[src/rv_isa_pkg.sv]
package rv_isa_pkg;

    // major opcodes of the supported subset
    typedef enum logic [6:0] {
        opc_op     = 7'b0110011,
        opc_op_imm = 7'b0010011,
        opc_lui    = 7'b0110111,
        opc_load   = 7'b0000011,
        opc_store  = 7'b0100011,
        opc_branch = 7'b1100011,
        opc_jal    = 7'b1101111
    } opcode_e;

    typedef enum logic [2:0] {
        alu_add,
        alu_sub,
        alu_and,
        alu_or,
        alu_xor,
        alu_pass_b, // lui
        alu_eq,
        alu_ne
    } alu_op_e;

    localparam logic [2:0] f3_add_sub = 3'b000;
    localparam logic [2:0] f3_xor     = 3'b100;
    localparam logic [2:0] f3_or      = 3'b110;
    localparam logic [2:0] f3_and     = 3'b111;
    localparam logic [2:0] f3_addi    = 3'b000;
    localparam logic [2:0] f3_ld      = 3'b011;
    localparam logic [2:0] f3_sd      = 3'b011;
    localparam logic [2:0] f3_beq     = 3'b000;
    localparam logic [2:0] f3_bne     = 3'b001;

    localparam logic [6:0] f7_base    = 7'b0000000;
    localparam logic [6:0] f7_sub     = 7'b0100000;

    localparam logic [31:0] nop_instr = 32'h0000_0013; // addi x0,x0,0

endpackage
[src/instr_mem.sv]
`timescale 1ns/1ns
module instr_mem #(
    parameter int IMEM_WORDS = 64
) (
    input  logic        clk,
    input  logic        prog_we,
    input  logic [31:0] prog_addr,   // word index
    input  logic [31:0] prog_data,
    input  logic [63:0] fetch_addr,  // byte address
    output logic [31:0] fetch_instr
);

    localparam int AW = $clog2(IMEM_WORDS);

    logic [31:0] mem [IMEM_WORDS];

    // unwritten words fetch as nop
    initial begin
        for (int i = 0; i < IMEM_WORDS; i++) begin
            mem[i] = rv_isa_pkg::nop_instr;
        end
    end

    always_ff @(posedge clk) begin
        if (prog_we) begin
            mem[prog_addr[AW-1:0]] <= prog_data;
        end
    end

    assign fetch_instr = mem[fetch_addr[AW+1:2]];

endmodule

[config.mk]
export PLATFORM = sky130hd
export DESIGN_NAME = instr_mem
export DESIGN_NICKNAME = d
export VERILOG_FILES = /design/src/rv_isa_pkg.sv /design/src/instr_mem.sv
export SDC_FILE = /design/constraint.sdc
export NUM_CORES = 2
export LEC_CHECK = 0
export BUFFER_PORTS_ARGS = -buffer_cell sky130_fd_sc_hd__buf_2
export CELL_PAD_IN_SITES_DETAIL_PLACEMENT = 0
export CELL_PAD_IN_SITES_GLOBAL_PLACEMENT = 1
export CORE_ASPECT_RATIO = 0.6
export CORE_MARGIN = 2
export CORE_UTILIZATION = 55
export DETAILED_ROUTE_END_ITERATION = 8
export PLACE_DENSITY_LB_ADDON = 0.1
export REMOVE_ABC_BUFFERS = 1
export SLEW_MARGIN = 5
export SYNTH_ARGS = -nofsm -noshare
export SYNTH_HDL_FRONTEND = slang
export SYNTH_SLANG_ARGS = --single-unit
[constraint.sdc]
create_clock -name clk -period 8.1 [get_ports clk]
set_clock_uncertainty 0.05 [all_clocks]
set_input_delay 1.62 -clock clk [delete_from_list [all_inputs] [get_ports clk]]
set_output_delay 1.62 -clock clk [all_outputs]
set_load 0.01 [all_outputs]
==> results.sh <==
export IMPL_hold_path_class="input pin to register"
export IMPL_nNetsFinal=3626
export IMPL_crit_path_start_kind="input pin"
export IMPL_crit_chain="buf_8 > buf_4 > nor2b_1 > a22oi_1 > and3_1 > o32ai_1 > nor3_1 > buf_2"
export IMPL_critPathBufInv=3
export IMPL_routabilityCongestion=0.9142
export IMPL_synth_cells=3292
export IMPL_wl_per_cell_um=35.33
export IMPL_placed_area_mm2=0.08137
export IMPL_irDropWorstVdd_uv=188.9
export IMPL_combinationalPowerShare_pct=5.5
export IMPL_asyncSetResetFlopFracSynth_pct=0
export IMPL_dr_total_vias=36500
export IMPL_gr_total_overflow=0
export IMPL_critPathMaxStageDelay_ps=820
export IMPL_critPathSlowestCell="o32ai_1"
export IMPL_finalWorstSetupSlack_ps=1331
export IMPL_outcome="completed"
export IMPL_area_growth_pct=11.33
export IMPL_relSlewSlack_pct=11.50
export IMPL_hold_slack_ps=1372
export IMPL_synth_xor_area_share_pct=0
export IMPL_min_period_over_period_pct=83.57
export IMPL_critPathCaptureType="output pin"
export IMPL_drv_slew=0
export IMPL_ys_warn_count=0
export IMPL_power_w=0.02081
export IMPL_fin_setup_tns_ps=0
export IMPL_core_area_mm2=0.1399
export IMPL_worstMarginPinSlew_ps=1327
export IMPL_avgViaCountPerCell=6.602
export IMPL_clock_sinks=2048
export IMPL_ant_nets=0
export IMPL_postCtsHoldBufs=0
export IMPL_max_freq_mhz=147.7
export IMPL_die_w_um=489.8
export IMPL_clockPowerShare_pct=38.0
export IMPL_routed_wirelength_um=195300
export IMPL_worstPathRequired_ps=6430
export IMPL_power_density_mw_per_mm2=240.0
export IMPL_largest_reg_flops=2048
export IMPL_cts_resized=0
export IMPL_fin_crit_ps=6769
export IMPL_path_class="input pin to output pin"
export IMPL_post_cts_buffers=0
export IMPL_final_layout_size_suffix_gt1_share_pct=28.69
export IMPL_p_leak_nw=26.70
export IMPL_arrival_ps=5100
export IMPL_fp_dieArea_mm2=0.1447
export IMPL_yosys_area_share_simple_pct=1.276
export IMPL_die_y_um=295.5
export IMPL_path_delay_family="buffers and inverters"
export IMPL_grt_pass1_wl_um=272200
export IMPL_drc=0
export IMPL_power_switching_w=0.004390
export IMPL_cts_buffers=178
export IMPL_synth_flop_cell="edfxtp_1"
export IMPL_synth_cell_type_count=33
export IMPL_grt_total_usage_pct=27.50
export IMPL_placement_io_buffers=77
export IMPL_synth_avg_cell_area_um2=23.66
export IMPL_hold_violations=0
export IMPL_synth_compound_area_share_pct=1.687
export IMPL_syn_area_mm2=0.07787
export IMPL_drt_first_pass_iters=5
export IMPL_synth_edf_count=2048
export IMPL_rows=106
export IMPL_antenna_found_initial=19
export IMPL_synth_top_family_by_area="multiplexers"
export IMPL_setup_viol=0
export IMPL_clockBufferDepth=3
export IMPL_ys_ff_latch=2048
export IMPL_synthAdderAreaFrac_pct=0
export IMPL_grt_pass1_vias=36080
export IMPL_drtIter0Drc=5269
export IMPL_rsz0062_at_grt="no"
export IMPL_maxCapViolations=0
export IMPL_grt_max_degree=69
export IMPL_path_max_fanout=48
export IMPL_clkTransAtPathRegs_ps=60
export IMPL_place_hpwl_um=104800
export IMPL_switching_share_pct=21.10
export IMPL_final_cell_area_mm2=0.08670
export IMPL_p_int_w=0.01642
export IMPL_start_util_pct=55.66
export IMPL_htree_levels=4
export IMPL_yosysSeqAreaShare_pct=78.97
export IMPL_dp_slack_ps=1502
export IMPL_ios=162
export IMPL_synth_mux_area_share_pct=16.93
export IMPL_cts_tree="done"
export IMPL_cts_root_buffer="clkbuf_16"
export IMPL_seqPwrFrac_pct=56.5
-- logic make-up after synthesis --
family / Yosys count
flip-flops: 2048
multiplexers: 637
buffers and inverters: 182
AO/OA/AOI/OAI: 202
AND/OR/NAND/NOR: 223
-- final cells by class --
| class | count | area, um^2 |
|---|---|---|
| sequential | 2048 | 61500 |
| multi-input combinational | 1062 | 15970 |
| tap | 1890 | 2365 |
| clock buffer | 234 | 4813 |
| fill | 9276 | 53220 |
| clock inverter | 82 | 496.7 |
| antenna | 6 | 15.01 |
| timing repair buffer | 206 | 1541 |
-- worst paths after layout --
kind                           from  slack [ps]  depth (start not counted)              to
worst min-delay path  prog_data[15]        1370                          1     mem[11][15]
worst max-delay path  fetch_addr[3]        1330                          8  fetch_instr[8]
-- stage by stage --
stage | utilization [%] | cells
2_1_floorplan | - | 3110
3_3_place_gp | 58.15 | 5206
3_5_place_dp | 58.15 | 5206
4_1_cts | 61.95 | 5522
5_1_grt | 61.95 | 5524
6_report | 61.96 | 5528
-- cell usage in the layout, fill, tap and decap left out, types with 4 or more instances in the layout --
master and count:
edfxtp_1 2048, mux4_2 544, clkbuf_16 185, buf_4 120, mux2i_1 93, o22ai_1 84
nor2_1 75, buf_2 71, a21oi_1 62, nor2_4 62, clkbuf_1 49, clkinv_1 44
o221ai_1 27, nand2_1 26, clkinv_2 25, nor2b_1 15, a22oi_1 12, buf_12 12
a311oi_1 8, nand2b_1 7, diode_2 6, clkinvlp_4 6, nand3b_1 5, nor3_1 5
nand3_1 5, and3_1 4, a41o_1 4, o32ai_1 4, bufinv_16 4
-- per-layer routing --
layer	up-vias	wire length [um]	track usage, %
met5	-	0	0
met3	246	21380	6.436
met1	19720	82420	42.90
met2	1968	86700	39.47
li1	14560	-	-
met4	0	4810	7.611
-- synth_stat cells, types with 2 or more instances --
library cell | n | area (um^2)
nor2_1 | 137 | 514.2
nand2_1 | 26 | 97.59
o32ai_1 | 4 | 35.03
mux4_2 | 544 | 12250
and2_1 | 2 | 12.51
a311oi_1 | 8 | 70.07
edfxtp_1 | 2048 | 61500
o221ai_1 | 27 | 236.5
mux2i_1 | 93 | 930.9
a41o_1 | 4 | 40.04
or3b_2 | 3 | 26.28
and3_1 | 4 | 25.02
a21oi_1 | 62 | 310.3
o22ai_1 | 84 | 525.5
nand3b_1 | 5 | 37.54
clkbuf_1 | 74 | 277.8
buf_2 | 57 | 285.3
or3b_1 | 2 | 17.52
nand2b_1 | 8 | 50.05
buf_6 | 5 | 56.30
a22oi_1 | 12 | 90.09
nand4_1 | 2 | 12.51
buf_1 | 21 | 78.83
or3_1 | 3 | 18.77
nand3_1 | 5 | 25.02
nor2b_1 | 15 | 93.84
buf_4 | 25 | 187.7
nor3_1 | 7 | 35.03
-- power by group through the flow --
stage                     Clock, W  Sequential [W]  Combinational [W]
after floorplan                  0          0.0120           0.000457
after global placement           0          0.0120            0.00111
after detailed placement         0          0.0120            0.00114
after CTS                  0.00805          0.0118            0.00114
after global routing       0.00845          0.0117            0.00120
final                      0.00791          0.0118            0.00114
(Power assumes the default switching activity.)
