File: src/rv_isa_pkg.sv
package rv_isa_pkg;

    // major opcodes of the supported subset
    typedef enum logic [6:0] {
        opc_op     = 7'b0110011,
        opc_op_imm = 7'b0010011,
        opc_lui    = 7'b0110111,
        opc_load   = 7'b0000011,
        opc_store  = 7'b0100011,
        opc_branch = 7'b1100011,
        opc_jal    = 7'b1101111
    } opcode_e;

    typedef enum logic [2:0] {
        alu_add,
        alu_sub,
        alu_and,
        alu_or,
        alu_xor,
        alu_pass_b, // lui
        alu_eq,
        alu_ne
    } alu_op_e;

    localparam logic [2:0] f3_add_sub = 3'b000;
    localparam logic [2:0] f3_xor     = 3'b100;
    localparam logic [2:0] f3_or      = 3'b110;
    localparam logic [2:0] f3_and     = 3'b111;
    localparam logic [2:0] f3_addi    = 3'b000;
    localparam logic [2:0] f3_ld      = 3'b011;
    localparam logic [2:0] f3_sd      = 3'b011;
    localparam logic [2:0] f3_beq     = 3'b000;
    localparam logic [2:0] f3_bne     = 3'b001;

    localparam logic [6:0] f7_base    = 7'b0000000;
    localparam logic [6:0] f7_sub     = 7'b0100000;

    localparam logic [31:0] nop_instr = 32'h0000_0013; // addi x0,x0,0

endpackage
File: src/core_pkg.sv
package core_pkg;

    typedef struct packed {
        rv_isa_pkg::alu_op_e alu_op;
        logic                use_imm;   // operand b is the immediate
        logic                reg_we;
        logic                mem_re;
        logic                mem_we;
        logic                is_branch;
        logic                is_jal;
        logic                branch_ne;
    } ctrl_t;

    // ID/EX contents
    typedef struct packed {
        logic [63:0] pc;
        logic [31:0] instr;
        logic [4:0]  rs1;
        logic [4:0]  rs2;
        logic [4:0]  rd;
        logic [63:0] imm;
        ctrl_t       ctrl;
        logic        valid;
    } ex_stage_t;

    // EX/MEM contents
    typedef struct packed {
        logic [63:0] pc;
        logic [31:0] instr;
        logic [4:0]  rd;
        logic [63:0] result;     // alu result or link address
        logic [63:0] store_data;
        ctrl_t       ctrl;
        logic        valid;
    } mem_stage_t;

    typedef struct packed {
        logic [63:0] pc;
        logic [31:0] instr;
        logic [4:0]  rd;
        logic        reg_we;
        logic [63:0] wdata;
    } retire_t;

    typedef enum logic [1:0] {
        fwd_rf,
        fwd_mem,
        fwd_wb
    } fwd_sel_e;

endpackage

File: src/hazard_unit.sv
`timescale 1ns/1ns
module hazard_unit (
    input  logic                clk,
    input  logic                reset,
    input  logic [4:0]          ex_rs1,
    input  logic [4:0]          ex_rs2,
    input  logic [4:0]          ex_rd,
    input  logic [4:0]          id_rs1,
    input  logic [4:0]          id_rs2,
    input  logic                ex_is_load,
    input  logic [4:0]          mem_rd,
    input  logic                mem_reg_we,
    input  logic [4:0]          wb_rd,
    input  logic                wb_reg_we,
    input  logic                redirect,
    input  logic                retire_full,
    output core_pkg::fwd_sel_e  fwd_a,
    output core_pkg::fwd_sel_e  fwd_b,
    output logic                stall_front,
    output logic                bubble_ex,
    output logic                flush_front,
    output logic                freeze
);

    logic load_use;

    // youngest producer wins
    function automatic core_pkg::fwd_sel_e pick(input logic [4:0] src,
                                                input logic [4:0] m_rd, input logic m_we,
                                                input logic [4:0] w_rd, input logic w_we);
        if (src != 5'd0 && m_we && m_rd == src) return core_pkg::fwd_mem;
        if (src != 5'd0 && w_we && w_rd == src) return core_pkg::fwd_wb;
        return core_pkg::fwd_rf;
    endfunction

    assign fwd_a = pick(ex_rs1, mem_rd, mem_reg_we, wb_rd, wb_reg_we);
    assign fwd_b = pick(ex_rs2, mem_rd, mem_reg_we, wb_rd, wb_reg_we);

    assign load_use = ex_is_load && ex_rd != 5'd0 && (id_rs1 == ex_rd || id_rs2 == ex_rd);

    assign freeze      = retire_full;   // back-pressure holds everything
    assign stall_front = load_use && !freeze;
    assign flush_front = redirect && !freeze;
    assign bubble_ex   = (load_use || redirect) && !freeze;

    // a load in EX never redirects, so both cannot fire
    a_stall_xor_flush: assert property (@(posedge clk) disable iff (reset)
        !freeze |-> !(stall_front && flush_front));

endmodule

File: config.mk
export PLATFORM = sky130hd
export DESIGN_NAME = hazard_unit
export DESIGN_NICKNAME = d
export VERILOG_FILES = /design/src/rv_isa_pkg.sv /design/src/core_pkg.sv /design/src/hazard_unit.sv
export SDC_FILE = /design/constraint.sdc
export NUM_CORES = 1
export LEC_CHECK = 0
export BUFFER_PORTS_ARGS = -buffer_cell sky130_fd_sc_hd__buf_4
export CAP_MARGIN = 20
export CORE_AREA = 2 2 39 41
export DETAILED_ROUTE_END_ITERATION = 6
export DIE_AREA = 0 0 41 43
export PLACE_DENSITY_LB_ADDON = 0.1
export SLEW_MARGIN = 10
export SYNTH_ARGS = -nofsm -noshare
export SYNTH_HDL_FRONTEND = slang
export SYNTH_SLANG_ARGS = --single-unit
export TNS_END_PERCENT = 30
File: constraint.sdc
create_clock -name vclk -period 1.5
set_input_delay 0 -clock vclk [all_inputs]
set_output_delay 0 -clock vclk [all_outputs]
set_load 0.005 [all_outputs]
==> flow_results.org <==
** Route
- Using the TritonRoute via totals, the vias-per-cell ratio works out to 4.53.
- Drt first pass iters :: 2
- Total routed wirelength :: 1.28 mm
- Dividing the detail-routed wire length by the instance count gives 10.7 microns.
- In the routed design, unresolved DRC markers number 0.
- Number of DRC markers after the initial detailed-route iteration :: 2
- The count of nets left with antenna violations once routing finished came out at 0.
- The detailed router placed 539 vias in this run.

** Floorplan
- I/O pin cnt :: 50
- Die boundary height :: 43 microns
- The initial utilization of the core area, before any placement, comes to 33.2%.
- The floorplan step defined a core boundary enclosing 0.00138 sq mm.
- The die is 41 microns wide.
- The floorplan step defined a die boundary enclosing 0.00176 sq mm.
- Cell row count :: 14

** Worst setup path
- Of all nets on the critical path, the largest fanout is 3.
- Critical Path Sink Type :: primary output
- Class of the most critical setup path :: input pin to primary output
- Data arrives at the worst endpoint at 1.24 ns.
- CP Launch Type :: input pin
- On the critical path, the stage with the largest delay is an instance of or4_4.
- Req. time, crit path :: 1.50 ns
- Chain of cells forming the critical path :: buf_4, or4_4, nor2_4, nor4_2, nor4_2, buf_4
- Crit path to :: fwd_a[1]
- Highest cell delay on the worst timing path :: 0.54 ns
- Setup crit start :: ex_rs1[1]

** Cells and area
- Sequential cells placed in the final layout were counted as 0.
- Clock tree buffer count of the final layout :: 0
- Share of final-layout standard cells stronger than drive strength 1 :: 54.4%
- The repair_antennas step left the layout with diodes totalling 0.
- At the end of the flow, the number of nets in the layout was 147.
- In the final layout, flip-flops and latches occupy 0 sq um.
- Area overhead of the layout relative to synthesis :: 81.2%

** Timing
- At the pin with the least slew margin, the transition time is 0.303 ns.
- Sum of negative setup slack :: 0 ns
- Relative slew slack :: 79.7%
- Derived from the worst setup path, the maximum achievable clock frequency is 805 MHz.
- The worst path uses 82.9% of the clock period.
- Unrepaired setup endpoints after global routing :: no
- The clock period could shrink to 1.24 ns.
- Fin. Hold Viols :: 0
- Hold timing on the final database bottoms out at a slack of 0.189 ns.
- The count of pins over their slew limit is 0.
- Count of final setup violators :: 0

** Synthesis
- Post-synthesis area per instance :: 8.20 sq um
- Counting distinct cell types in the post-synthesis netlist gives 15.
- Of the synthesized area, sequential elements account for 0%.
- Synthesis produced 56 cells.
- Post-synthesis cell area :: 459 sq um
- Syn_nets :: 98
- For this run, the number of Yosys warnings is 0.

** Flow run
- Maxcap violations :: 0

** Clock tree
- Post CTS Setup Buffer Count :: 0
- Number of resized instances in the post-cts repair step :: 0
- Hold buffers post-CTS :: 0

** Global routing
- Entering global routing, the biggest net connects 4 pins.
- Global-route total usage across every layer :: 15.6%
- Initial antenna violation count :: 0
- Vias in the first global route :: 499
- Grt total ovfl :: 0
- The first global-routing pass estimated 2.01 mm of wire.

** Place
- In this run the tool buffered the top-level ports with 48 buffer cells.
- Detailed placement ended at an HPWL of 1.18 mm.
- Routability Congestion :: 0.860

** Pwr
- In this run the power density over the cells is 259 mW/mm^2.
- Largest voltage drop on the vdd net :: 131 uV
- Static leakage power :: 0.363 nW

** Hold path
- Class of the tightest hold or removal check :: input pin to primary output
- The startpoint identified for the worst hold timing path is retire_full.

** Run status
- Run status :: finished clean
==> power breakdown <==
part,total (mW),switching (mW),internal (mW),leakage [nW]
sequential,0,0,0,0
clock,0,0,0,0
combinational,0.215,0.0843,0.131,0.363
total,0.215,0.0843,0.131,0.363
==> metrics by stage <==
stage	setup WS [ns]	total power [mW]	instances	instance area (sq um)	utilization, %
after floorplan	0.529	0.0897	56	459	-
after global placement	0.246	0.216	119	832	60.1
after detailed placement	0.242	0.218	119	832	60.1
after CTS	0.231	0.219	119	832	60.1
after global routing	0.175	0.238	119	832	60.1
final	0.257	0.215	119	832	60.1
==> placed cells by master, fill, tap and decap left out, drive strengths merged <==
cell,Yosys,final
nand2,2,2
nor3,2,2
nor2,5,5
nor4,4,4
nor2b,2,2
or4,3,3
o21ai,1,1
nand4,4,4
buf,1,48
o21bai,1,1
xor2,14,14
xnor2,16,16
a22oi,1,1
==> critical path: cells and delay by family <==
| kind | cells | cell delay [ns] |
|---|---|---|
| AND/OR/NAND/NOR | 4 | 0.96 |
| buffers and inverters | 2 | 0.28 |
==> worst min path at each step <==
stage,endpoint,cells past startpoint
global placement,freeze,2
CTS,freeze,2
floorplan,flush_front,1
detailed placement,freeze,2
finish,freeze,2
global route,freeze,2
==> per-layer routing <==
metal  vias to the layer above  part of all wire [%]  global-route usage (%)
li1                        291                     -                       -
met3                         0                   7.7                       0
met2                        18                    52                    27.8
met4                         0                     0                       0
met1                       230                    40                    21.2
met5                         -                     0                       0
==> final cells by class <==
class	instances	area, sq um
Tap cell	16	20.0
Fill cell	147	552
Multi-Input combinational cell	55	452
Timing Repair Buffer	48	360
==> cell families (layout without fill, tap and decap cells) <==
logic type             after synthesis  after routing  synth area share (%)
AO/OA/AOI/OAI                        3              3                  4.36
AND/OR/NAND/NOR                     22             22                  36.8
XOR/XNOR                            30             30                  57.2
buffers and inverters                1             48                  1.64
==> cell usage after synthesis, drive strengths merged <==
cell | count | area share, %
o21ai | 1 | 1.1
nor2b | 2 | 2.7
nand2 | 2 | 1.6
a22oi | 1 | 1.6
xnor2 | 16 | 31
or4 | 3 | 6.5
nor4 | 4 | 11
nor3 | 2 | 2.2
buf | 1 | 1.6
xor2 | 14 | 27
nand4 | 4 | 5.4
nor2 | 5 | 7.4
o21bai | 1 | 1.6
Note: power is estimated with default switching activity, not from simulation.
