==> config.mk <==
export PLATFORM = sky130hd
export DESIGN_NAME = data_mem
export DESIGN_NICKNAME = d
export VERILOG_FILES = /design/src/data_mem.sv
export SDC_FILE = /design/constraint.sdc
export NUM_CORES = 1
export LEC_CHECK = 0
export BUFFER_PORTS_ARGS = -buffer_cell sky130_fd_sc_hd__buf_4
export CAP_MARGIN = 25
export CELL_PAD_IN_SITES_DETAIL_PLACEMENT = 1
export CELL_PAD_IN_SITES_GLOBAL_PLACEMENT = 1
export CORE_UTILIZATION = 59
export CTS_CLUSTER_SIZE = 24
export DETAILED_ROUTE_END_ITERATION = 12
export PLACE_DENSITY_LB_ADDON = 0.15
export SLEW_MARGIN = 30
export SYNTH_ARGS = -nofsm -noshare
export SYNTH_HDL_FRONTEND = slang
export SYNTH_SLANG_ARGS = --single-unit
==> constraint.sdc <==
create_clock -name clk -period 12.4 [get_ports clk]
set_clock_uncertainty 0.05 [all_clocks]
set_input_delay 0.62 -clock clk [delete_from_list [all_inputs] [get_ports clk]]
set_output_delay 0.62 -clock clk [all_outputs]
set_load 0.01 [all_outputs]
==> src/data_mem.sv <==
`timescale 1ns/1ns
module data_mem #(
    parameter int DMEM_WORDS = 32
) (
    input  logic        clk,
    input  logic [63:0] addr,
    input  logic        we,
    input  logic [63:0] wdata,
    output logic [63:0] rdata
);

    localparam int AW = $clog2(DMEM_WORDS);

    logic [63:0] mem [DMEM_WORDS];
    logic [AW-1:0] index;

    assign index = addr[AW+2:3];   // doubleword index
    assign rdata = mem[index];

    always_ff @(posedge clk) begin
        if (we) mem[index] <= wdata;
    end

    // only doubleword accesses exist, stores must be aligned
    a_aligned: assert property (@(posedge clk) we |-> addr[2:0] == 3'b000);

endmodule

==> results of run 1 <==
final timing paths:
| check | from | to | slack (ns) | cells after the start |
|---|---|---|---|---|
| setup / recovery | addr[4] | rdata[58] | 6.92 | 9 |
| hold / removal | wdata[38] | mem[12][38] | 0.14 | 1 |
per-layer routing:
layer,global-route usage,vias up,wire (um)
li1,-,17114,-
met5,0,-,47
met2,0.5570,2263,110100
met1,0.4490,22130,84770
met4,0.1223,8,7159
met3,0.05424,436,19520
metrics by stage:
step | util | cell area (um^2) | total power [mW] | cells | setup WS, ns
finish | 0.6674 | 86750 | 14.02 | 6179 | 6.919
global route | 0.6673 | 86740 | 14.29 | 6174 | 6.798
CTS | 0.6669 | 86690 | 14.05 | 6169 | 6.710
detailed placement | 0.6215 | 80780 | 8.520 | 5813 | 6.804
global placement | 0.6206 | 80660 | 8.486 | 5810 | 6.557
floorplan | - | 77580 | 8.210 | 4072 | 5.792
worst max-delay path, delay by kind of cell:
| kind | cells | cell delay [ns] |
|---|---|---|
| muxes | 1 | 0.36 |
| AOI/OAI and AO/OA | 1 | 0.14 |
| and+or+nand+nor | 2 | 0.72 |
| buffers and inverters | 5 | 2.80 |
power groups by stage:
stage / Combinational [mW] / Clock, mW / Sequential [mW]
global route: 0.694 / 5.87 / 7.73
finish: 0.665 / 5.63 / 7.73
CTS: 0.659 / 5.67 / 7.73
global placement: 0.625 / 0 / 7.86
detailed placement: 0.650 / 0 / 7.87
floorplan: 0.343 / 0 / 7.87
final cells by class:
class	count	area [um^2]	area share
multi-input cells	1789	15210	0.1753
diodes	9	22.52	0.0002596
well taps	1742	2180	0.02512
clock inverters	106	653.1	0.007529
clock buffers	250	5256	0.06059
flip-flops and latches	2048	61500	0.7089
repair buffers	235	1931	0.02225
logic make-up (layout without fill, tap and decap cells):
group / count (synthesis) / in the layout / share of synthesized area
AO/OA/AOI/OAI: 512 / 512 / 0.04128
buffers and inverters: 235 / 591 / 0.01580
multiplexers: 1024 / 1024 / 0.1321
AND/OR/NAND/NOR: 253 / 253 / 0.01813
other: 0 / 9 / 0
flip-flops: 2048 / 2048 / 0.7927
cell usage in the layout (no fill, tap or decap), types with 3 or more instances in the layout:
cell type	synthesis	final
buf_12	0	3
buf_16	0	4
buf_4	4	215
buf_6	14	13
bufinv_16	0	5
clkbuf_1	31	47
clkbuf_16	0	203
clkinv_1	0	56
clkinv_2	0	33
clkinvlp_4	0	3
diode_2	0	9
edfxtp_1	2048	2048
inv_6	0	6
mux2i_1	1024	1024
nand2_1	66	66
nand3b_1	4	4
nand4b_1	4	4
nand4bb_4	0	6
nor2_4	0	28
nor3_2	0	3
nor4_1	128	128
o22ai_1	512	512
or3b_2	3	3
or4b_4	0	4
==> flow_summary_export.csv, run 1 <==
group,metric,value,unit
status,outcome,"completed",
grt,grt_overflow,0,
sta,hold_viol,0,
pwr,p_leak,29.96,nW
grt,grt_max_degree,131,
sta,rsz0062_at_grt,"false",
synth,yosysMostFrequentCell,"edfxtp_1",
clock_tree,cts-htree-levels,4,
grt,antenna_found_initial,10,
floorplanning,die_area,133000,um^2
clock_tree,hold_buffers,0,
pwr,power_frac_seq,0.551,
clock_tree,cts.path.max_buffers,3,
worst_setup_path,path_class,"primary input to primary output",
synth,synth.area.top_cells,"edfxtp_1 79%, mux2i_1 13%, o22ai_1 4.1%",
sta,max_slew_margin,0.2782,
synth,synth_area_leader_cell,"edfxtp_1",
grt,grt_pass1_vias,43885,
synth,synth_cell_types,21,
synth,ys_warn_count,0,
worst_setup_path,crit_path_max_incr_delay,0.81,ns
final_layout,top_register,"mem",
drt,routed_wl,221.6,mm
place,gp_congestion,0.7497,
drt,viasPerCell,6.789,
sta,period_needed,5.481,ns
pwr,pwr-share-comb,0.047,
pwr,swShare,0.2146,
synth,synth_fp_nets,4202,
clock_tree,cts_root_buffer,"clkbuf_16",
worst_setup_path,worstSetupStartpointType,"primary input",
sta,setup_viol,0,
pwr,p_per_area,161.6,nW/um^2
pwr,internal_power,11.01,mW
drt,drc,0,
place,dp_hpwl,110.9,mm
drt,firstDrtPassIters,5,
worst_setup_path,critical_path.cell_chain,"buf_16 > buf_4 > buf_6 > buf_6 > mux2i_1 > o22ai_1 > nor4_1 > nand2_1 > buf_4",
synth,syn_avg_cell_area,19.05,um^2
floorplanning,core-area,130000,um^2
final_layout,fill_cells,10627,
synth,synth_seq_cells,2048,
drt,wl_per_cell,35.86,um
sta,finalSetupTns,0,ns
pwr,max-vdd-ir-drop,155.6,uV
pwr,clkPwrFrac,0.401,
place,portBuffers,134,
floorplanning,fp.dieW,364.6,um
drt,num_vias,41951,
final_layout,reg_top3,"mem: 2048 flops",
synth,ys_seq_area_frac,0.7927,
synth,netlist_area,77580,um^2
worst_setup_path,required,11.73,ns
sta,whs,0.1433,ns
worst_setup_path,cp_slowest_cell,"buf_4",
grt,grt_pass1_wl,311.9,mm
clock_tree,cts_resized,0,
sta,fin_crit_sh,0.4420,
sta,tightest_slew,1.083,ns
synth,synthArstFlopShare,0,
synth,netlist_instances,4072,
floorplanning,fp.dieH,364.6,um
worst_setup_path,cp_max_fo,91,
floorplanning,rows,132,
worst_setup_path,crit_path_end_kind,"primary output",
pwr,switching_power,3.009,mW
floorplanning,io_pins,194,
sta,max_freq,182.5,MHz
grt,grt_usage,0.3347,
sta,drv_slew,0,
clock_tree,cts_setup_buffers,0,
clock_tree,clk_pin_slew,0.06,ns
final_layout,drive_gt1_frac,0.1206,
synth,synth_top_area_frac,0.7927,
drt,ant_nets,0,
run,maxCapViolCount,0,
synth,synth-edff-count,2048,
clock_tree,numCtsBuffers,198,
final_layout,syn_to_final_growth,11.82,%
floorplanning,initial_core_util,0.5969,
clock_tree,cts_tree,"built",
clock_tree,clock_sinks,2048,
drt,drtIter0Drc,5225,
synth,ys.flop_type,"edfxtp_1",
worst_setup_path,worst-endpoint-arrival,4.81,ns
synth,synth.top_cells.by_count,"2,048 x edfxtp_1, 1,024 x mux2i_1, 512 x o22ai_1",
final_layout,largest_reg_flops,2048,
final_layout,nets,4402,
worst_hold_path,min_path_type,"primary input to flop",
(Power assumes the default switching activity.)
==> run 2, diff against run 1 <==
Settings changed: ABC_AREA set to 1, CORE_UTILIZATION 59 to 50.
Clock period 12.4 ns to 5.2 ns, I/O delays scaled along.
==> run 2 against run 1 <==
Effect of this change: synthesized cell count up 98%; final area up 9.7%; die area increased by 28%; first-iteration DRC count decreased by 8.3%; global-route usage shrank 3.9 points; sequential power up 140%; wire length up 13%; worst hold slack better by 0.12 ns; total power rose by 150%; flip-flop and latch count stayed put; non-clock buffer count grew 81; largest power group unchanged.
==> flow_summary_export.csv, run 2 <==
group,metric,value,unit
status,outcome,"completed",
floorplanning,die_area,170500,um^2
synth,synth_cell_types,13,
synth,ys.flop_type,"edfxtp_1",
synth,synth_area_leader_cell,"edfxtp_1",
final_layout,nets,8327,
final_layout,layout_commonest_cell,"nand2_1",
worst_setup_path,worstPathBufferInverterCount,4,
clock_tree,numCtsBuffers,206,
floorplanning,initial_core_util,0.5044,
pwr,p_leak,39.44,nW
drt,wl_per_cell,23.74,um
synth,synth_top_family_by_area,"simple AND/OR/NAND/NOR gates",
drt,drtIter0Drc,4793,
final_layout,reg_top3,"mem: 2048 flops",
drt,ant_nets,0,
worst_hold_path,min_path_cells,4,
grt,grt_max_degree,209,
sta,rsz0062_at_grt,"false",
final_layout,final_cells,10577,
synth,synth-xor-area-share,0,
final_layout,fill_cells,17812,
final_layout,final_cell_mix,"5,440 x nand2_1, 2,048 x edfxtp_1, 211 x buf_4",
synth,synth-edff-count,2048,
grt,grt_pass1_wl,374.5,mm
sta,fin_crit_sh,0.7210,
drt,drc,0,
floorplanning,fp.dieH,412.9,um
synth,ys_seq_area_frac,0.7284,
worst_setup_path,crit_cells,10,
final_layout,top_register,"mem",
worst_setup_path,crit_path_end_kind,"primary output",
synth,synth.top_cells.by_count,"5,440 x nand2_1, 2,048 x edfxtp_1, 190 x buf_2",
synth,synth.area.mux_share,0,
final_layout,syn_to_final_growth,12.71,%
synth,synth_fa_ha_area_frac,0,
sta,hold_viol,0,
drt,routed_wl,251.1,mm
final_layout,largest_reg_flops,2048,
synth,netlist_instances,8069,
place,portBuffers,134,
synth,yosysMostFrequentCell,"nand2_1",
worst_setup_path,crit_family,"buffers and inverters",
sta,whs,0.2656,ns
synth,synth_seq_cells,2048,
clock_tree,cts_tree,"built",
worst_setup_path,required,4.89,ns
floorplanning,rows,150,
synth,synth_top_area_frac,0.7284,
grt,grt_overflow,0,
worst_setup_path,critical_path.cell_chain,"buf_8 > buf_4 > buf_4 > nand2_1 > nand2_1 > nand2_1 > nand2_1 > nor2_1 > nand2_1 > buf_4",
run,maxCapViolCount,0,
grt,antenna_found_initial,5,
worst_setup_path,path_class,"primary input to primary output",
sta,tightest_slew,1.085,ns
grt,grt_usage,0.2961,
worst_setup_path,cp_max_fo,81,
worst_setup_path,crit_path_max_incr_delay,0.81,ns
synth,synthArstFlopShare,0,
drt,viasPerCell,5.507,
clock_tree,cts_root_buffer,"clkbuf_16",
sta,period_needed,3.749,ns
clock_tree,clock_sinks,2048,
synth,ys_warn_count,0,
sta,max_freq,266.7,MHz
sta,drv_slew,0,
clock_tree,cts-htree-levels,4,
sta,finalSetupTns,0,ns
floorplanning,io_pins,194,
final_layout,drive_gt1_frac,0.06952,
worst_setup_path,cp_slowest_cell,"buf_4",
pwr,p_per_area,367.5,nW/um^2
synth,synth.area.top_cells,"edfxtp_1 73%, nand2_1 24%, buf_2 1.1%",
worst_hold_path,min_path_type,"primary input to flop",
drt,num_vias,58246,
sta,max_slew_margin,0.2766,
worst_setup_path,worstSetupStartpointType,"primary input",
floorplanning,core-area,167400,um^2
synth,syn_avg_cell_area,10.46,um^2
synth,synth_compound_area_frac,0,
drt,firstDrtPassIters,5,
floorplanning,fp.dieW,412.9,um
pwr,max-vdd-ir-drop,353.1,uV
grt,grt_pass1_vias,61158,
place,dp_hpwl,123.8,mm
place,gp_congestion,0.7671,
synth,synth-simple-area-share,0.2497,
synth,synth_fp_nets,8199,
place,dp_cells,10127,
worst_setup_path,path_common_cell,"nand2_1",
sta,setup_viol,0,
clock_tree,clk_pin_slew,0.06,ns
worst_setup_path,worst-endpoint-arrival,3.44,ns
synth,netlist_area,84440,um^2
clock_tree,cts.path.max_buffers,3,
-- run 2: cell type report --
type	count	area, um^2	area share
Clock buffer	260	5443	0.05719
Timing Repair Buffer	316	3014	0.03167
Sequential cell	2048	61500	0.6462
Multi-Input combinational cell	5612	21370	0.2245
Inverter	13	63.81	0.0006705
Clock inverter	123	1022	0.01074
Tap cell	2204	2758	0.02898
Antenna cell	1	2.502	0.00002629
-- run 2: worst paths after layout --
kind | from | to | slack (ns)
max | addr[4] | rdata[10] | 1.45
min | we | mem[23][17] | 0.27
-- run 2: tightest hold or removal path, delay by kind of cell --
kind          cells  cell delay, ns
buf+inv           2            0.40
simple gates      2            0.28
-- run 2: stage by stage --
step | total power [mW] | instance area [um^2] | util | worst slack (ns)
6_report | 34.98 | 95170 | 0.5685 | 1.451
5_1_grt | 35.95 | 95170 | 0.5685 | 1.376
4_1_cts | 35.20 | 95100 | 0.5681 | 1.493
3_5_place_dp | 20.84 | 88000 | 0.5256 | 1.517
3_3_place_gp | 20.74 | 87920 | 0.5252 | 1.505
2_1_floorplan | 19.91 | 84440 | - | 0.8423
-- run 2: per-layer routing --
layer,share of wire,track usage,vias to the layer above
met4,0.035,0.1014,2
met5,0.000048,0,-
met1,0.42,0.3878,29707
li1,-,-,26400
met3,0.051,0.03460,494
met2,0.50,0.5114,1643
-- run 2: kinds of logic after synthesis --
logic type / count (synthesis)
simple gates: 5612
flops: 2048
buf+inv: 409
-- run 2: power breakdown --
group / internal [mW] / total, mW / switching [mW] / leakage, nW
combinational: 0.562 / 2.15 / 1.58 / 17.8
sequential: 18.4 / 18.4 / 0.0482 / 18.4
clock: 8.09 / 14.4 / 6.33 / 3.18
-- run 2: timing repair --
| item | CTS | global route |
|---|---|---|
| buffers inserted | 0 | 0 |
| resized for setup | 0 | 0 |
| endpoints found under the hold margin | 2048 | 0 |
| hold buffers | 64 | 0 |
