`config.mk`:
```
export PLATFORM = sky130hd
export DESIGN_NAME = retire_sender
export DESIGN_NICKNAME = d
export VERILOG_FILES = /design/src/rv_isa_pkg.sv /design/src/core_pkg.sv /design/src/retire_sender.sv
export SDC_FILE = /design/constraint.sdc
export NUM_CORES = 1
export LEC_CHECK = 0
export BUFFER_PORTS_ARGS = -buffer_cell sky130_fd_sc_hd__buf_2
export CAP_MARGIN = 30
export CORE_MARGIN = 2
export CORE_UTILIZATION = 55
export CTS_CLUSTER_DIAMETER = 120
export DETAILED_ROUTE_END_ITERATION = 8
export PLACE_DENSITY = 0.83
export SYNTH_ARGS = -nofsm -noshare
export SYNTH_HDL_FRONTEND = slang
export SYNTH_SLANG_ARGS = --single-unit
export TNS_END_PERCENT = 100
```
`constraint.sdc`:
```
create_clock -name clk -period 13.7 [get_ports clk]
set_input_delay 2.74 -clock clk [delete_from_list [all_inputs] [get_ports clk]]
set_output_delay 2.74 -clock clk [all_outputs]
set_load 0.1 [all_outputs]
```
`src/rv_isa_pkg.sv`:
```
package rv_isa_pkg;

    // major opcodes of the supported subset
    typedef enum logic [6:0] {
        opc_op     = 7'b0110011,
        opc_op_imm = 7'b0010011,
        opc_lui    = 7'b0110111,
        opc_load   = 7'b0000011,
        opc_store  = 7'b0100011,
        opc_branch = 7'b1100011,
        opc_jal    = 7'b1101111
    } opcode_e;

    typedef enum logic [2:0] {
        alu_add,
        alu_sub,
        alu_and,
        alu_or,
        alu_xor,
        alu_pass_b, // lui
        alu_eq,
        alu_ne
    } alu_op_e;

    localparam logic [2:0] f3_add_sub = 3'b000;
    localparam logic [2:0] f3_xor     = 3'b100;
    localparam logic [2:0] f3_or      = 3'b110;
    localparam logic [2:0] f3_and     = 3'b111;
    localparam logic [2:0] f3_addi    = 3'b000;
    localparam logic [2:0] f3_ld      = 3'b011;
    localparam logic [2:0] f3_sd      = 3'b011;
    localparam logic [2:0] f3_beq     = 3'b000;
    localparam logic [2:0] f3_bne     = 3'b001;

    localparam logic [6:0] f7_base    = 7'b0000000;
    localparam logic [6:0] f7_sub     = 7'b0100000;

    localparam logic [31:0] nop_instr = 32'h0000_0013; // addi x0,x0,0

endpackage
```
`src/core_pkg.sv`:
```
package core_pkg;

    typedef struct packed {
        rv_isa_pkg::alu_op_e alu_op;
        logic                use_imm;   // operand b is the immediate
        logic                reg_we;
        logic                mem_re;
        logic                mem_we;
        logic                is_branch;
        logic                is_jal;
        logic                branch_ne;
    } ctrl_t;

    // ID/EX contents
    typedef struct packed {
        logic [63:0] pc;
        logic [31:0] instr;
        logic [4:0]  rs1;
        logic [4:0]  rs2;
        logic [4:0]  rd;
        logic [63:0] imm;
        ctrl_t       ctrl;
        logic        valid;
    } ex_stage_t;

    // EX/MEM contents
    typedef struct packed {
        logic [63:0] pc;
        logic [31:0] instr;
        logic [4:0]  rd;
        logic [63:0] result;     // alu result or link address
        logic [63:0] store_data;
        ctrl_t       ctrl;
        logic        valid;
    } mem_stage_t;

    typedef struct packed {
        logic [63:0] pc;
        logic [31:0] instr;
        logic [4:0]  rd;
        logic        reg_we;
        logic [63:0] wdata;
    } retire_t;

    typedef enum logic [1:0] {
        fwd_rf,
        fwd_mem,
        fwd_wb
    } fwd_sel_e;

endpackage

```
`src/retire_sender.sv`:
```
`timescale 1ns/1ns
module retire_sender #(
    parameter int RETIRE_CREDITS = 4
) (
    input  logic                clk,
    input  logic                reset,
    input  logic                push,
    input  core_pkg::retire_t   push_rec,
    output logic                full,
    output core_pkg::retire_t   retire,
    output logic                retire_valid,
    input  logic                retire_credit
);

    localparam int CW = $clog2(RETIRE_CREDITS + 1);

    core_pkg::retire_t q [2];
    logic [1:0]    q_cnt;
    logic          rd_ptr, wr_ptr;
    logic [CW-1:0] credit_cnt;
    logic          empty, send, bypass, deq, enq;

    assign empty  = (q_cnt == 2'd0);
    assign full   = (q_cnt == 2'd2);
    assign send   = (!empty || push) && credit_cnt != '0;
    assign bypass = send && empty && push;   // straight through to the output
    assign deq    = send && !empty;
    assign enq    = push && !bypass;

    always_ff @(posedge clk) begin
        if (reset) begin
            q_cnt        <= 2'd0;
            rd_ptr       <= 1'b0;
            wr_ptr       <= 1'b0;
            credit_cnt   <= CW'(RETIRE_CREDITS);
            retire_valid <= 1'b0;
        end else begin
            q_cnt        <= q_cnt + 2'(enq) - 2'(deq);
            credit_cnt   <= credit_cnt - CW'(send) + CW'(retire_credit);
            retire_valid <= send;
            if (deq) rd_ptr <= !rd_ptr;
            if (enq) wr_ptr <= !wr_ptr;
        end
    end

    always_ff @(posedge clk) begin
        if (enq) q[wr_ptr] <= push_rec;
        if (send) retire <= empty ? push_rec : q[rd_ptr];
    end

    a_credit_max: assert property (@(posedge clk) disable iff (reset)
        credit_cnt <= CW'(RETIRE_CREDITS));
    a_credit_min: assert property (@(posedge clk) disable iff (reset)
        credit_cnt == '0 |=> credit_cnt <= CW'(1));

endmodule

```
==> results of run 1 <==
==> kinds of logic (layout without fill, tap and decap cells) <==
family,after synthesis,count (layout),share of synthesized area
xor+xnor,3,3,0.00139
mux,167,167,0.0884
fa+ha+maj,5,5,0.00370
compound gates,170,170,0.0452
flops,507,507,0.800
other cells,0,4,0
buf+inv,63,448,0.0224
simple gates,186,186,0.0388
==> cells in the mapped netlist <==
cell                         n
sky130_fd_sc_hd__mux2_2      1
sky130_fd_sc_hd__nor3_1      2
sky130_fd_sc_hd__or3_1       1
sky130_fd_sc_hd__nand2_1   166
sky130_fd_sc_hd__nand2b_1    1
sky130_fd_sc_hd__o21ai_2     1
sky130_fd_sc_hd__edfxtp_1  498
sky130_fd_sc_hd__xor2_1      1
sky130_fd_sc_hd__and2_1      1
sky130_fd_sc_hd__clkbuf_1   17
sky130_fd_sc_hd__nor2b_1     4
sky130_fd_sc_hd__o21ai_0   167
sky130_fd_sc_hd__xnor2_1     2
sky130_fd_sc_hd__nor3_4      1
sky130_fd_sc_hd__ha_1        4
sky130_fd_sc_hd__a21oi_1     2
sky130_fd_sc_hd__dfxtp_1     9
sky130_fd_sc_hd__or2_1       1
sky130_fd_sc_hd__mux2i_1   166
sky130_fd_sc_hd__buf_4      12
sky130_fd_sc_hd__fa_1        1
sky130_fd_sc_hd__buf_6      17
sky130_fd_sc_hd__buf_2      11
sky130_fd_sc_hd__inv_1       6
sky130_fd_sc_hd__nor2_1      9
==> cell usage in the layout (no fill, tap or decap), drive strengths merged <==
cell,n
nor2b,4
nand2b,1
or2,1
edfxtp,498
and2,1
ha,4
clkinv,20
diode,4
or3,1
fa,1
buf,354
clkinvlp,2
inv,7
nor3,3
clkbuf,60
a21oi,2
bufinv,5
mux2i,166
xor2,1
nand2,166
mux2,1
xnor2,2
o21ai,168
dfxtp,9
nor2,9
==> critical path, stage by stage <==
cell and delay (ps):
sky130_fd_sc_hd__buf_2 100, sky130_fd_sc_hd__o21ai_2 120, sky130_fd_sc_hd__nor2_4 410, sky130_fd_sc_hd__buf_4 610, sky130_fd_sc_hd__buf_4 640
==> area by class of cell <==
class                   count  area, µm²
well taps                 448        561
clock inverters            28        259
repair buffers            354       1830
clock buffers              60       1310
diodes                      4       10.0
multi-input cells         531       3390
fillers                  2292      11200
inverters                   6       22.5
flip-flops and latches    507      15100
==> flip-flops by register name, summed over array words and instances (netlist names), named ones only <==
signal / cells
q: 332
retire: 166
credit_cnt: 3
q_cnt: 2
rd_ptr: 1
retire_valid: 1
wr_ptr: 1
==> worst max path at each step <==
| stage | end |
|---|---|
| 2_1_floorplan | credit_cnt[1] |
| 3_3_place_gp | q[1][47] |
| 3_5_place_dp | q[1][64] |
| 4_1_cts | q[1][70] |
| 5_1_grt | q[1][41] |
| 6_report | q[1][37] |
==> per-layer routing <==
layer / part of all wire / GRT usage
met5: 0.00049 / 0
met4: 0.030 / 0.0692
met3: 0.080 / 0.0480
met2: 0.49 / 0.336
met1: 0.40 / 0.263
==> metrics by stage <==
step	hold slack [ps]	cell area [µm²]	utilization	instances	setup slack, ps
3_3_place_gp	479	20900	0.621	1845	8710
5_1_grt	617	22500	0.668	1936	9080
2_1_floorplan	480	18900	-	1101	1950
4_1_cts	561	22500	0.667	1933	9220
3_5_place_dp	544	20900	0.621	1845	8640
6_report	558	22500	0.668	1938	9220
==> run_results.csv, run 1 <==
group,metric,value,unit
status,status,"finished clean",
timing,timing_max_transition_violations_final,0,
clocking,clock_tree.root_cell,"sky130_fd_sc_hd__clkbuf_16",
clocking,clk-insertion-delay-late,550,ps
clocking,cts_tree,"yes",
logic_synthesis,synth_top_cell_by_area,"sky130_fd_sc_hd__edfxtp_1",
logic_synthesis,synth-seq-cells,507,
place,gp_congestion,0.795,
clocking,post_cts_buffers,0,
routing,route.antenna.remaining_nets,0,
place,buffer_ports.inserted,337,
logic_synthesis,post_synth_inst_count,1101,
worst_setup_path,critPathRequiredTime,13880,ps
routing,routedWlPerCell,18.9,µm
routing,via_per_inst,5.32,
worst_setup_path,timing.critical_path.to_type,"register",
worst_setup_path,critical_path.reg2reg.endpoint,"q[1][37]",
timing,timing.setup.tns,0,ps
timing,finalSetupViolCount,0,
clocking,path_clk_slew,60,ps
worst_hold_path,hold_depth,2,
global_routing,vias_in_the_first_global_route,10338,
die,core_area,33700,µm²
worst_setup_path,setup.worst_path.class,"input pin to register",
clocking,clock_tree.htree_level_count,2,
clocking,max-clock-path-buffers,3,
die,num_io_pins,338,
finish,final_layout_size_suffix_gt1_frac,0.289,
timing,rsz0062_at_grt,"false",
routing,drt-total-wl,36600,µm
worst_setup_path,cp-start-kind,"input pin",
finish,layout-area-overhead-vs-synth,19.1,%
die,chipHeight,189,µm
worst_hold_path,worst_hold_start,"rd_ptr",
place,hpwl,22600,µm
die,die_x,189,µm
logic_synthesis,synth_cell_type_count,25,
logic_synthesis,synth_area_per_cell,17.2,µm²
clocking,hold_buffers,0,
worst_setup_path,rr_worst_depth,5,
worst_setup_path,rrSetupSlack,10740,ps
worst_setup_path,timing.critical_path.fanout_max,45,
clocking,cts-resized-gates,0,
global_routing,grt_pass1_wl,56100,µm
clocking,numClockSinks,507,
worst_hold_path,hold_path_class,"register to register",
logic_synthesis,post_synth_instance_area,18900,µm²
timing,clock.fmax,0.223,GHz
global_routing,grt-ovfl-total,0,
logic_synthesis,largest_cells_by_area_after_synthesis,"sky130_fd_sc_hd__edfxtp_1 79%, sky130_fd_sc_hd__mux2i_1 8.8%, sky130_fd_sc_hd__o21ai_0 4.4%, sky130_fd_sc_hd__nand2_1 3.3%, sky130_fd_sc_hd__buf_6 1.0%",
logic_synthesis,synth_top_cell_area_share,0.791,
worst_setup_path,critPathArrivalTime,4670,ps
timing,hold_violations,0,
worst_setup_path,startpoint,"push",
global_routing,grt.total_usage,0.202,
routing,vias,10309,
routing,drt_pre_antenna_iters,6,
clocking,number_of_buffers_created_by_cts,49,
routing,drcViolationCount,0,
logic_synthesis,synth_fp_nets,1276,
routing,dr.first_iter.drc_count,715,
timing,slew-limit-headroom,0.384,
timing,min_period,4480,ps
die,num_rows,67,
logic_synthesis,synth.yosys.warnings,0,
global_routing,grt_antenna_before_repair,8,
run,maxCapViolations,0,
global_routing,pin_count_of_the_biggest_net_entering_global_routing,95,
timing,period_share,0.327,
worst_setup_path,r2r-start,"credit_cnt[1]",
logic_synthesis,synth.yosys.seq_area_share,0.800,
timing,worst_slew_pin_slew,924,ps
timing,maximum_clock_skew_at_final_layout,13.8,ps
die,start_util,0.561,
finish,layout.nets,1624,
die,design.die.area,35900,µm²
Power of run 1 is not shown: default switching activity piles up to over one toggle a cycle in this logic, so the estimate is an artifact.
==> run 2, diff against run 1 <==
- ABC_AREA: not set -> 1
- CORE_UTILIZATION: 55 -> 50
- PLACE_DENSITY: 0.83 -> 0.79
- clock period: 13.7 -> 3.7 ns (I/O delays scaled with it)
==> run 2 against run 1 <==
Critical path depth is 1 lower; clock skew rose by 3.7 ps; register-to-register slack got worse by 9300 ps; synthesized cell count grew 33%; area after synthesis increased by 2.2%; critical endpoint is now retire[19].
==> run_results.csv, run 2 <==
group,metric,value,unit
global_routing,grt-ovfl-total,0,
place,hpwl,23500,µm
die,num_rows,72,
timing,fin_worst_hold_slack,377,ps
logic_synthesis,synth-main-ff-cell,"sky130_fd_sc_hd__edfxtp_1",
routing,drt_pre_antenna_iters,5,
finish,layout.nets,1969,
routing,route.antenna.remaining_nets,0,
logic_synthesis,post-synth-top-count-cell,"sky130_fd_sc_hd__edfxtp_1",
routing,routedWlPerCell,16.5,µm
worst_setup_path,timing.critical_path.to_type,"register",
finish,final_layout_size_suffix_gt1_frac,0.243,
clocking,hold_buffers,0,
die,design.die.area,40300,µm²
worst_setup_path,setup.worst_path.class,"register to register",
finish,largest_register_ffs,332,
worst_hold_path,worst_hold_start,"push_rec[49]",
die,chipHeight,201,µm
worst_setup_path,cp-start-kind,"register",
timing,worst_slew_pin_slew,1080,ps
place,buffer_ports.inserted,337,
logic_synthesis,synth_cell_type_count,18,
clocking,max-clock-path-buffers,3,
worst_setup_path,critPathRequiredTime,3960,ps
global_routing,pin_count_of_the_biggest_net_entering_global_routing,211,
clocking,numClockSinks,507,
timing,clock.fmax,0.437,GHz
timing,finalSetupViolCount,0,
finish,layout-area-overhead-vs-synth,20.8,%
logic_synthesis,synth.yosys.seq_area_share,0.783,
logic_synthesis,yosys-top-cells-count,"498 x sky130_fd_sc_hd__edfxtp_1, 342 x sky130_fd_sc_hd__nand2_1, 180 x sky130_fd_sc_hd__inv_1",
clocking,path_clk_slew,60,ps
logic_synthesis,synth_top_cell_by_area,"sky130_fd_sc_hd__edfxtp_1",
global_routing,vias_in_the_first_global_route,11501,
global_routing,grt.total_usage,0.192,
timing,period_share,0.618,
run,maxCapViolations,0,
clocking,clock_tree.root_cell,"sky130_fd_sc_hd__clkbuf_16",
global_routing,grt_antenna_before_repair,8,
place,gp_congestion,0.797,
logic_synthesis,synth.yosys.warnings,0,
logic_synthesis,largest_cells_by_area_after_synthesis,"sky130_fd_sc_hd__edfxtp_1 77%, sky130_fd_sc_hd__nand2_1 6.6%, sky130_fd_sc_hd__o21ai_0 4.5%, sky130_fd_sc_hd__o21ai_1 4.1%, sky130_fd_sc_hd__inv_1 3.5%",
die,num_io_pins,338,
logic_synthesis,synth_top_cell_area_share,0.773,
clocking,cts_tree,"yes",
worst_setup_path,r2r-start,"q_cnt[0]",
logic_synthesis,post_synth_instance_area,19300,µm²
logic_synthesis,number_of_enable_flip_flop_cells_after_synthesis,498,
logic_synthesis,synth_area_per_cell,13.2,µm²
timing,slew-limit-headroom,0.283,
finish,layout.cells.most_common_list,"498 x sky130_fd_sc_hd__edfxtp_1, 340 x sky130_fd_sc_hd__nand2_1, 337 x sky130_fd_sc_hd__buf_2, 175 x sky130_fd_sc_hd__inv_1, 172 x sky130_fd_sc_hd__o21ai_0",
status,status,"finished clean",
clocking,post_cts_buffers,0,
clocking,number_of_buffers_created_by_cts,50,
clocking,clock_tree.htree_level_count,2,
logic_synthesis,synth_fp_nets,1635,
clocking,clk-insertion-delay-late,570,ps
timing,timing_max_transition_violations_final,0,
timing,min_period,2290,ps
worst_setup_path,timing.critical_path.fanout_max,92,
worst_hold_path,hold_path_class,"input pin to register",
clocking,cts-resized-gates,0,
finish,layout.cells.most_common,"sky130_fd_sc_hd__edfxtp_1",
routing,vias,11710,
worst_setup_path,critPathArrivalTime,2550,ps
timing,hold_violations,0,
logic_synthesis,post_synth_inst_count,1460,
routing,dr.first_iter.drc_count,725,
finish,registers_with_the_highest_flip_flop_counts,"q (332), retire (166), credit_cnt (3)",
timing,rsz0062_at_grt,"false",
die,die_x,201,µm
logic_synthesis,synth-seq-cells,507,
worst_setup_path,startpoint,"q_cnt[0]",
die,start_util,0.504,
routing,drcViolationCount,0,
finish,top_register,"q",
timing,maximum_clock_skew_at_final_layout,17.5,ps
logic_synthesis,async_reset_ff_frac,0,
routing,via_per_inst,4.96,
die,core_area,38400,µm²
routing,drt-total-wl,38900,µm
global_routing,grt_pass1_wl,61400,µm
-- run 2: changes by cell type in the layout (fill, tap and decap cells not counted), sizes merged, moves of 2 or more --
cell and change:
nand2 +176, inv +172, mux2i -166, o21ai +165, bufinv +5, nor2 +5
nor2b -4, clkinvlp +3, diode +3, nor3 -3, clkinv -2, nand3 +2
xnor2 -2
-- run 2: worst max-delay path, stage by stage, from the launching register on --
cell                      delay [ps]
sky130_fd_sc_hd__dfxtp_2         340
sky130_fd_sc_hd__nor2_4          210
sky130_fd_sc_hd__buf_4           420
sky130_fd_sc_hd__buf_4           710
sky130_fd_sc_hd__o21ai_0         250
-- run 2: path summary, 6_finish.rpt --
path                              endpoint  slack (ps)  cells past startpoint
worst max-delay path            retire[19]        1410                      4
worst min register to register    register         520                      2
worst min-delay path              q[0][49]         380                      1
worst max register to register  retire[19]        1410                      4
-- run 2: cell type report --
type / instances / area (µm²)
Sequential cell: 507 / 15100
Fill cell: 2915 / 15000
Multi-Input combinational cell: 700 / 3180
Timing Repair Buffer: 355 / 1960
Clock buffer: 60 / 1310
Inverter: 180 / 683
Tap cell: 518 / 648
Clock inverter: 32 / 415
Antenna cell: 7 / 17.5
-- run 2: kinds of logic after synthesis --
| kind of cell | after synthesis | synth area share |
|---|---|---|
| AOI/OAI and AO/OA | 334 | 0.0864 |
| xor gates and xnor gates | 2 | 0.000906 |
| adders and majority gates | 5 | 0.00362 |
| buffers and inverters | 253 | 0.0562 |
| DFF | 507 | 0.783 |
| and+or+nand+nor | 359 | 0.0703 |
-- run 2: metal layers --
layer	global-route usage	wire (µm)
met1	0.250	15600
met2	0.315	19400
met3	0.0393	2500
met4	0.0839	1350
met5	0	27
-- run 2: stage by stage --
stage	utilization	setup TNS (ps)	area (µm²)	setup WS, ps	std cells
floorplan	-	-25210	19400	-1020	1460
global placement	0.563	0	21600	1330	2260
detailed placement	0.563	0	21600	1300	2260
CTS	0.608	0	23300	1390	2352
global route	0.609	0	23400	1240	2358
finish	0.609	0	23400	1410	2359
Power of run 2 is left out for the same reason.
